File: src/wb_defines.svh
`ifndef WB_DEFINES_SVH
`define WB_DEFINES_SVH

// bus widths
`define WB_ADDR_W 32
`define WB_DATA_W 64 // 8 bytes per beat
`define WB_ID_W   4  // ids driven to zero

// control register byte offsets
`define WB_CSR_BASE_ADDR   32'h0000_0000 // pcie base added to every write
`define WB_CSR_TOTAL_BYTES 32'h0000_0004
`define WB_CSR_START       32'h0000_0008 // bit 0 only
`define WB_CSR_MAX_PEND_AR 32'h0000_000C
`define WB_CSR_MAX_PEND_AW 32'h0000_0010

`endif

File: src/wb_pkg.sv
`default_nettype none

package wb_pkg;

    // register index, byte offset is index * 4
    typedef enum logic [2:0] {
        csr_base    = 3'd0,
        csr_total   = 3'd1,
        csr_start   = 3'd2,
        csr_pend_ar = 3'd3,
        csr_pend_aw = 3'd4
    } csr_idx_t;

    // pcie max payload code
    typedef enum logic [1:0] {
        mps_128  = 2'd0, // 16 beats
        mps_256  = 2'd1, // 32 beats
        mps_512  = 2'd2, // 64 beats
        mps_rsvd = 2'd3
    } max_payload_t;

    // burst issuer states
    typedef enum logic [1:0] {
        st_idle,
        st_issue_both,
        st_issue_ar, // aw already taken
        st_issue_aw  // ar already taken
    } r2w_state_t;

endpackage

`default_nettype wire

File: src/wb_csr.sv
`default_nettype none
`include "wb_defines.svh"

module wb_csr
    import wb_pkg::*;
(
    input  logic                  clk,
    input  logic                  rstn,
    input  logic [`WB_ADDR_W-1:0] s_awaddr,
    input  logic                  s_awvalid,
    output logic                  s_awready,
    input  logic [31:0]           s_wdata,
    input  logic [3:0]            s_wstrb,
    input  logic                  s_wvalid,
    output logic                  s_wready,
    output logic [1:0]            s_bresp,
    output logic                  s_bvalid,
    input  logic                  s_bready,
    input  logic [`WB_ADDR_W-1:0] s_araddr,
    input  logic                  s_arvalid,
    output logic                  s_arready,
    output logic [31:0]           s_rdata,
    output logic [1:0]            s_rresp,
    output logic                  s_rvalid,
    input  logic                  s_rready,
    output logic [`WB_ADDR_W-1:0] base_addr,
    output logic [31:0]           total_bytes,
    output logic                  start,
    output logic [31:0]           max_pend_ar,
    output logic [31:0]           max_pend_aw
);

    typedef enum logic [1:0] {wr_idle, wr_data, wr_resp} wr_state_t;
    typedef enum logic {rd_idle, rd_resp} rd_state_t;

    wr_state_t             wr_state;
    rd_state_t             rd_state;
    logic [`WB_ADDR_W-1:0] awaddr_q;
    logic [31:0]           rdata_q;
    logic [31:0]           regs [5];
    csr_idx_t              wr_idx;
    csr_idx_t              rd_idx;
    logic                  wr_hit;
    logic                  rd_hit;

    // offset to register index, 0 for an unknown offset
    function automatic logic decode(input logic [`WB_ADDR_W-1:0] addr, output csr_idx_t idx);
        decode = 1'b1;
        case (addr)
            `WB_CSR_BASE_ADDR:   idx = csr_base;
            `WB_CSR_TOTAL_BYTES: idx = csr_total;
            `WB_CSR_START:       idx = csr_start;
            `WB_CSR_MAX_PEND_AR: idx = csr_pend_ar;
            `WB_CSR_MAX_PEND_AW: idx = csr_pend_aw;
            default: begin
                idx    = csr_base;
                decode = 1'b0;
            end
        endcase
    endfunction

    always_comb begin
        wr_hit = decode(awaddr_q, wr_idx);
        rd_hit = decode(s_araddr, rd_idx);
    end

    // write channel, address then data then response
    always_ff @(posedge clk) begin
        if (!rstn) begin
            wr_state <= wr_idle;
        end else begin
            case (wr_state)
                wr_idle: if (s_awvalid) wr_state <= wr_data;
                wr_data: if (s_wvalid) wr_state <= wr_resp;
                wr_resp: if (s_bready) wr_state <= wr_idle;
                default: wr_state <= wr_idle;
            endcase
        end
    end

    always_ff @(posedge clk) begin
        if (s_awvalid && s_awready) awaddr_q <= s_awaddr;
    end

    always_ff @(posedge clk) begin
        if (!rstn) begin
            for (int i = 0; i < 5; i++) begin
                regs[i] <= '0;
            end
            regs[csr_pend_ar] <= 32'd1; // at least one in flight
            regs[csr_pend_aw] <= 32'd1;
        end else if (s_wvalid && s_wready && wr_hit) begin
            for (int b = 0; b < 4; b++) begin
                if (s_wstrb[b]) regs[wr_idx][8*b +: 8] <= s_wdata[8*b +: 8];
            end
        end
    end

    // read channel
    always_ff @(posedge clk) begin
        if (!rstn) begin
            rd_state <= rd_idle;
        end else if (rd_state == rd_idle) begin
            if (s_arvalid) rd_state <= rd_resp;
        end else if (s_rready) begin
            rd_state <= rd_idle;
        end
    end

    always_ff @(posedge clk) begin
        if (s_arvalid && s_arready) rdata_q <= rd_hit ? regs[rd_idx] : 32'd0;
    end

    assign s_awready = (wr_state == wr_idle);
    assign s_wready  = (wr_state == wr_data);
    assign s_bvalid  = (wr_state == wr_resp);
    assign s_bresp   = 2'b00; // OKAY
    assign s_arready = (rd_state == rd_idle);
    assign s_rvalid  = (rd_state == rd_resp);
    assign s_rdata   = rdata_q;
    assign s_rresp   = 2'b00;

    assign base_addr   = regs[csr_base];
    assign total_bytes = regs[csr_total];
    assign start       = regs[csr_start][0];
    assign max_pend_ar = regs[csr_pend_ar];
    assign max_pend_aw = regs[csr_pend_aw];

    a_no_resp_during_data: assert property (@(posedge clk) disable iff (!rstn)
        !(s_bvalid && s_wready));

endmodule

`default_nettype wire

File: src/wb_echo_top.sv
`default_nettype none
`include "wb_defines.svh"

module wb_echo_top (
    input  logic                    clk,
    input  logic                    rstn,
    input  logic [`WB_ADDR_W-1:0]   s_awaddr,
    input  logic                    s_awvalid,
    output logic                    s_awready,
    input  logic [31:0]             s_wdata,
    input  logic [3:0]              s_wstrb,
    input  logic                    s_wvalid,
    output logic                    s_wready,
    output logic [1:0]              s_bresp,
    output logic                    s_bvalid,
    input  logic                    s_bready,
    input  logic [`WB_ADDR_W-1:0]   s_araddr,
    input  logic                    s_arvalid,
    output logic                    s_arready,
    output logic [31:0]             s_rdata,
    output logic [1:0]              s_rresp,
    output logic                    s_rvalid,
    input  logic                    s_rready,
    output logic [`WB_ID_W-1:0]     ddr_arid,
    output logic [`WB_ADDR_W-1:0]   ddr_araddr,
    output logic [7:0]              ddr_arlen,
    output logic [2:0]              ddr_arsize,
    output logic                    ddr_arvalid,
    input  logic                    ddr_arready,
    input  logic [`WB_DATA_W-1:0]   ddr_rdata,
    input  logic                    ddr_rlast,
    input  logic                    ddr_rvalid,
    output logic                    ddr_rready,
    output logic [`WB_ID_W-1:0]     pcim_awid,
    output logic [`WB_ADDR_W-1:0]   pcim_awaddr,
    output logic [7:0]              pcim_awlen,
    output logic [2:0]              pcim_awsize,
    output logic                    pcim_awvalid,
    input  logic                    pcim_awready,
    output logic [`WB_DATA_W-1:0]   pcim_wdata,
    output logic [`WB_DATA_W/8-1:0] pcim_wstrb,
    output logic                    pcim_wlast,
    output logic                    pcim_wvalid,
    input  logic                    pcim_wready,
    input  logic                    pcim_bvalid,
    output logic                    pcim_bready,
    input  logic [1:0]              max_payload,
    output logic                    irq
);

    // csr values
    logic [`WB_ADDR_W-1:0] base_addr;
    logic [31:0]           total_bytes;
    logic                  start;
    logic [31:0]           max_pend_ar;
    logic [31:0]           max_pend_aw;

    // flow control to issuer
    logic                  issue;
    logic [7:0]            burst_len;
    logic                  restart;

    // handshakes seen by flow control
    logic                  ar_fire;
    logic                  r_last_fire;
    logic                  aw_fire;
    logic                  b_fire;

    assign ar_fire     = ddr_arvalid && ddr_arready;
    assign r_last_fire = ddr_rvalid && ddr_rready && ddr_rlast;
    assign aw_fire     = pcim_awvalid && pcim_awready;
    assign b_fire      = pcim_bvalid && pcim_bready;

    assign ddr_arid  = '0; // single id
    assign pcim_awid = '0;

    wb_csr u_csr (.*);

    wb_flow_ctrl u_flow_ctrl (.*);

    wb_r2w u_r2w (.*);

endmodule

`default_nettype wire

File: src/wb_flow_ctrl.sv
`default_nettype none

module wb_flow_ctrl
    import wb_pkg::*;
(
    input  logic        clk,
    input  logic        rstn,
    input  logic [1:0]  max_payload,
    input  logic [31:0] total_bytes,
    input  logic        start,
    input  logic [31:0] max_pend_ar,
    input  logic [31:0] max_pend_aw,
    input  logic        ar_fire,
    input  logic        r_last_fire,
    input  logic        aw_fire,
    input  logic        b_fire,
    output logic        issue,
    output logic [7:0]  burst_len,
    output logic        restart,
    output logic        irq
);

    logic [31:0] burst_bytes;
    logic        rsvd;
    logic        start_q;
    logic [31:0] pend_ar;
    logic [31:0] pend_aw;
    logic [31:0] issued_bytes;
    logic [31:0] done_bytes;
    logic        irq_done;

    // payload code to beats and bytes
    always_comb begin
        rsvd        = 1'b0;
        burst_len   = 8'd0;
        burst_bytes = 32'd0;
        case (max_payload_t'(max_payload))
            mps_128: begin
                burst_len   = 8'd15;
                burst_bytes = 32'd128;
            end
            mps_256: begin
                burst_len   = 8'd31;
                burst_bytes = 32'd256;
            end
            mps_512: begin
                burst_len   = 8'd63;
                burst_bytes = 32'd512;
            end
            default: rsvd = 1'b1; // nothing issued
        endcase
    end

    always_ff @(posedge clk) begin
        if (!rstn) start_q <= 1'b0;
        else start_q <= start;
    end

    assign restart = start && !start_q;

    always_ff @(posedge clk) begin
        if (!rstn || restart) begin
            pend_ar      <= '0;
            pend_aw      <= '0;
            issued_bytes <= '0;
            done_bytes   <= '0;
        end else begin
            pend_ar <= pend_ar + 32'(ar_fire) - 32'(r_last_fire); // ar until last r
            pend_aw <= pend_aw + 32'(aw_fire) - 32'(b_fire);      // aw until b
            if (ar_fire) issued_bytes <= issued_bytes + burst_bytes;
            if (b_fire) done_bytes <= done_bytes + burst_bytes;
        end
    end

    assign issue = start && !restart && !rsvd && (issued_bytes < total_bytes) &&
                   (pend_ar < max_pend_ar) && (pend_aw < max_pend_aw);

    // one pulse per start
    always_ff @(posedge clk) begin
        if (!rstn || restart) begin
            irq      <= 1'b0;
            irq_done <= 1'b0;
        end else begin
            irq <= 1'b0;
            if (start && !irq_done && done_bytes >= total_bytes) begin
                irq      <= 1'b1;
                irq_done <= 1'b1;
            end
        end
    end

    a_pend_limit: assert property (@(posedge clk) disable iff (!rstn)
        pend_ar <= max_pend_ar && pend_aw <= max_pend_aw);
    a_pend_ar_underflow: assert property (@(posedge clk) disable iff (!rstn)
        r_last_fire && !ar_fire |-> pend_ar != 0);
    a_pend_aw_underflow: assert property (@(posedge clk) disable iff (!rstn)
        b_fire && !aw_fire |-> pend_aw != 0);
    a_irq_pulse: assert property (@(posedge clk) disable iff (!rstn)
        irq |=> !irq);

endmodule

`default_nettype wire

File: src/wb_r2w.sv
`default_nettype none
`include "wb_defines.svh"

module wb_r2w
    import wb_pkg::*;
(
    input  logic                    clk,
    input  logic                    rstn,
    input  logic                    issue,
    input  logic [7:0]              burst_len,
    input  logic                    restart,
    input  logic [`WB_ADDR_W-1:0]   base_addr,
    output logic [`WB_ADDR_W-1:0]   ddr_araddr,
    output logic [7:0]              ddr_arlen,
    output logic [2:0]              ddr_arsize,
    output logic                    ddr_arvalid,
    input  logic                    ddr_arready,
    input  logic [`WB_DATA_W-1:0]   ddr_rdata,
    input  logic                    ddr_rlast,
    input  logic                    ddr_rvalid,
    output logic                    ddr_rready,
    output logic [`WB_ADDR_W-1:0]   pcim_awaddr,
    output logic [7:0]              pcim_awlen,
    output logic [2:0]              pcim_awsize,
    output logic                    pcim_awvalid,
    input  logic                    pcim_awready,
    output logic [`WB_DATA_W-1:0]   pcim_wdata,
    output logic [`WB_DATA_W/8-1:0] pcim_wstrb,
    output logic                    pcim_wlast,
    output logic                    pcim_wvalid,
    input  logic                    pcim_wready,
    input  logic                    pcim_bvalid,
    output logic                    pcim_bready
);

    localparam int BEAT_BYTES = `WB_DATA_W / 8;

    r2w_state_t            state;
    r2w_state_t            state_nxt;
    logic [`WB_ADDR_W-1:0] offset;
    logic [7:0]            len_q;
    logic [7:0]            b_owed;
    logic                  ar_fire;
    logic                  aw_fire;

    assign ar_fire = ddr_arvalid && ddr_arready;
    assign aw_fire = pcim_awvalid && pcim_awready;

    // ar and aw go out together, either may be taken first
    always_comb begin
        state_nxt = state;
        case (state)
            st_idle: if (issue) state_nxt = st_issue_both;
            st_issue_both: begin
                if (ar_fire && aw_fire) state_nxt = st_idle;
                else if (aw_fire) state_nxt = st_issue_ar;
                else if (ar_fire) state_nxt = st_issue_aw;
            end
            st_issue_ar: if (ar_fire) state_nxt = st_idle;
            st_issue_aw: if (aw_fire) state_nxt = st_idle;
            default: state_nxt = st_idle;
        endcase
    end

    always_ff @(posedge clk) begin
        if (!rstn) state <= st_idle;
        else state <= state_nxt;
    end

    // len held stable while a burst is requested
    always_ff @(posedge clk) begin
        if (state == st_idle && issue) len_q <= burst_len;
    end

    always_ff @(posedge clk) begin
        if (!rstn || restart) begin
            offset <= '0;
        end else if (state != st_idle && state_nxt == st_idle) begin
            offset <= offset + `WB_ADDR_W'((32'(len_q) + 32'd1) * BEAT_BYTES);
        end
    end

    assign ddr_araddr   = offset;
    assign ddr_arlen    = len_q;
    assign ddr_arsize   = 3'($clog2(BEAT_BYTES));
    assign ddr_arvalid  = (state == st_issue_both) || (state == st_issue_ar);
    assign pcim_awaddr  = base_addr + offset;
    assign pcim_awlen   = len_q;
    assign pcim_awsize  = 3'($clog2(BEAT_BYTES));
    assign pcim_awvalid = (state == st_issue_both) || (state == st_issue_aw);

    // r beats straight through to w
    assign pcim_wdata  = ddr_rdata;
    assign pcim_wstrb  = '1;
    assign pcim_wlast  = ddr_rlast;
    assign pcim_wvalid = ddr_rvalid;
    assign ddr_rready  = pcim_wready;
    assign pcim_bready = 1'b1;

    // bursts whose last beat went out and whose b is still due
    always_ff @(posedge clk) begin
        if (!rstn) begin
            b_owed <= '0;
        end else begin
            b_owed <= b_owed + 8'(pcim_wvalid && pcim_wready && pcim_wlast)
                      - 8'(pcim_bvalid);
        end
    end

    a_addr_match: assert property (@(posedge clk) disable iff (!rstn)
        (ddr_arvalid || pcim_awvalid) |-> pcim_awaddr == base_addr + ddr_araddr);
    a_b_after_data: assert property (@(posedge clk) disable iff (!rstn)
        pcim_bvalid |-> b_owed != 0);

endmodule

`default_nettype wire
File: config.mk
export PLATFORM = sky130hd
export DESIGN_NAME = wb_echo_top
export DESIGN_NICKNAME = d
export VERILOG_FILES = /design/src/wb_pkg.sv /design/src/wb_csr.sv /design/src/wb_echo_top.sv /design/src/wb_flow_ctrl.sv /design/src/wb_r2w.sv
export VERILOG_INCLUDE_DIRS = /design/src
export SDC_FILE = /design/constraint.sdc
export NUM_CORES = 1
export LEC_CHECK = 0
export BUFFER_PORTS_ARGS = -buffer_cell sky130_fd_sc_hd__buf_2
export CORE_UTILIZATION = 55
export CTS_CLUSTER_DIAMETER = 120
export DETAILED_ROUTE_END_ITERATION = 10
export HOLD_SLACK_MARGIN = 0.05
export PLACE_DENSITY = 0.86
export SYNTH_ARGS = -nofsm -noshare
export SYNTH_HDL_FRONTEND = slang
export SYNTH_SLANG_ARGS = --single-unit
export TNS_END_PERCENT = 5
File: constraint.sdc
create_clock -name clk -period 5.1 [get_ports clk]
set_clock_uncertainty 0.1 [all_clocks]
set_input_delay 0.765 -clock clk [delete_from_list [all_inputs] [get_ports clk]]
set_output_delay 0.765 -clock clk [all_outputs]
set_load 0.05 [all_outputs]
==> qor.csv <==
metric,value,unit
grt_usage,0.298,
post_cts_buffers,0,
yosysWarnings,0,
routed_wl,74400,um
power,0.0124,W
wl_met2,35300,um
cts_inserted_buffers,50,
final_common_cell,nor2_1,
cts_buffer_depth,3,
ys_seq_area_frac,0.465,
core,47700,sq um
avgSynthCellArea,10.4,sq um
grt_pass1_wl,114000,um
timing.fmax,204,MHz
hold_buffers,0,
die_height,222,um
cts_tree,done,
route.met3.wl,7610,um
syn-cell-area,26700,sq um
drive_gt1_frac,0.143,
gp_congestion,0.989,
fin_crit_sh,0.960,
power_leakage,12.7,nW
async_reset_ff_frac,0,
drtAntennaViolNets,0,
grt_antenna_before_repair,3,
drv_slew,0,
syn_inst,2573,
setup_viol,0,
num_rows,80,
powerDensity,414,nW/um^2
period_minus_slack,4900,ps
synthFlopType,edfxtp_1,
critPathRequiredTime,4240,ps
synth.distinct_cells,73,
firstDrtPassIters,6,
crit_path_end_kind,output port,
grt_max_degree,123,
clock-sinks,474,
path_class,reg -> out,
ios,393,
max_cap_violations,0,
met1_length,27800,um
cts_root_buf,clkbuf_16,
synth_edf_count,291,
drtIter0Drc,2183,
drc,0,
avgRoutedWirePerCell,21.4,um
vias_per_cell,6.06,
start_kind,flop,
crit_fanout,3,
instances_no_fill,3479,
cts.clk_slew.worst_paths,60,ps
layout_common_cells,"nor2_1 (299), edfxtp_1 (291), inv_1 (244)",
holdWs,219,ps
grt_pass1_vias,21060,
syn_to_final_growth,11.9,%
vias,21068,
fp.dieW,222,um
arrival,4030,ps
maxSlewHeadroom,0.200,
fin_util,0.625,
start_util,0.559,
tightest_slew,1200,ps
die_area,49400,sq um
hold_viol_final,0,
io_buffers,230,
ir_drop,0.309,mV
hold_class,in -> reg,
dp_hpwl,55600,um
grt_overflow,0,
status,finished clean,
nNetsFinal,3230,
clkLatencyLatePin,620,ps
dp_cells,3384,
cts_htree_levels,2,
synth-seq-cells,474,
top_layer,met5,
==> critical path, cell delays in order (launching register included) <==
cell and delay (ps):
edfxtp_1 440, ha_1 320, a211oi_1 300, o21ai_0 170
and3_1 260, or3_1 420, a31o_2 250, a31o_2 280
a21oi_1 150, nand3_1 140, a311o_1 300, xor2_1 130
clkbuf_4 250
==> synth_stat cells (all sizes together), types with 60 or more instances <==
cell,instances,area [sq um]
mux4,64,1440
dfxtp,183,3660
nor2,299,1120
o21ai,99,495
edfxtp,291,8740
ha,225,2820
xnor2,65,569
a21oi,121,609
xor2,60,526
nand2,178,668
a21o,66,495
inv,244,916
buf,133,956
==> sequential cells by signal, indices dropped and copies added, names as in the netlist, 25 cells and up <==
register	flops
u_csr.awaddr_q	32
u_flow_ctrl.pend_aw	32
u_r2w.ddr_araddr	29
u_csr.regs	256
u_flow_ctrl.done_bytes	25
u_csr.s_rdata	32
u_flow_ctrl.pend_ar	32
u_flow_ctrl.issued_bytes	25
==> cell type report <==
type	instances	area, sq um
clock inverter	26	283
multi-input combinational	1804	12800
clock buffer	67	1420
timing repair buffer	246	1310
tap	615	769
antenna	2	5.00
fill	3585	17900
sequential	474	12400
inverter	245	920
==> worst paths after layout <==
path	start	to	slack, ps	cells after the start
worst max-delay path	u_csr.regs[0][4]	pcim_awaddr[30]	200	12
worst min-delay path	s_awaddr[30]	u_csr.awaddr_q[30]	220	1
worst max register to register	u_r2w.state[1]	u_flow_ctrl.pend_ar[27]	650	15
worst min register to register	u_flow_ctrl.irq_done	u_flow_ctrl.irq_done	390	1
==> what timing repair did <==
item,in CTS,in global routing
setup endpoints to repair,1,2
pin swaps,0,0
resized for setup,2,3
gates cloned,0,0
==> cells by family (layout without fill, tap and decap cells) <==
logic type               after synthesis  after routing  synth area share
adder cells (fa/ha/maj)              230            230             0.109
other                                  2            132          0.000282
AO/OA/AOI/OAI                        460            460             0.114
flip-flops                           474            474             0.465
XOR/XNOR                             125            125            0.0410
buffers and inverters                423            584            0.0766
multiplexers                          70             70            0.0563
AND/OR/NAND/NOR                      789            789             0.138
==> through the flow <==
stage	cell area [sq um]	setup TNS [ps]	setup slack (ps)
finish	29900	0	203
detailed placement	28100	0	485
global route	29900	-5.55	-5.55
CTS	29800	0	87.5
global placement	28100	0	640
floorplan	27200	0	412
==> power breakdown <==
part           switching (W)  total, W  leakage, nW  internal (W)
sequential          0.000230   0.00457         4.36       0.00434
clock                0.00160   0.00377        0.837       0.00217
combinational        0.00241   0.00403         7.49       0.00163
total                0.00423    0.0124         12.7       0.00814
==> layer usage <==
| metal | track usage | up-vias |
|---|---|---|
| met5 | 0 | - |
| met1 | 0.362 | 10176 |
| met2 | 0.498 | 1222 |
| met3 | 0.0656 | 250 |
| met4 | 0.153 | 4 |
| li1 | - | 9416 |
Power figures use the tool's default switching activity.
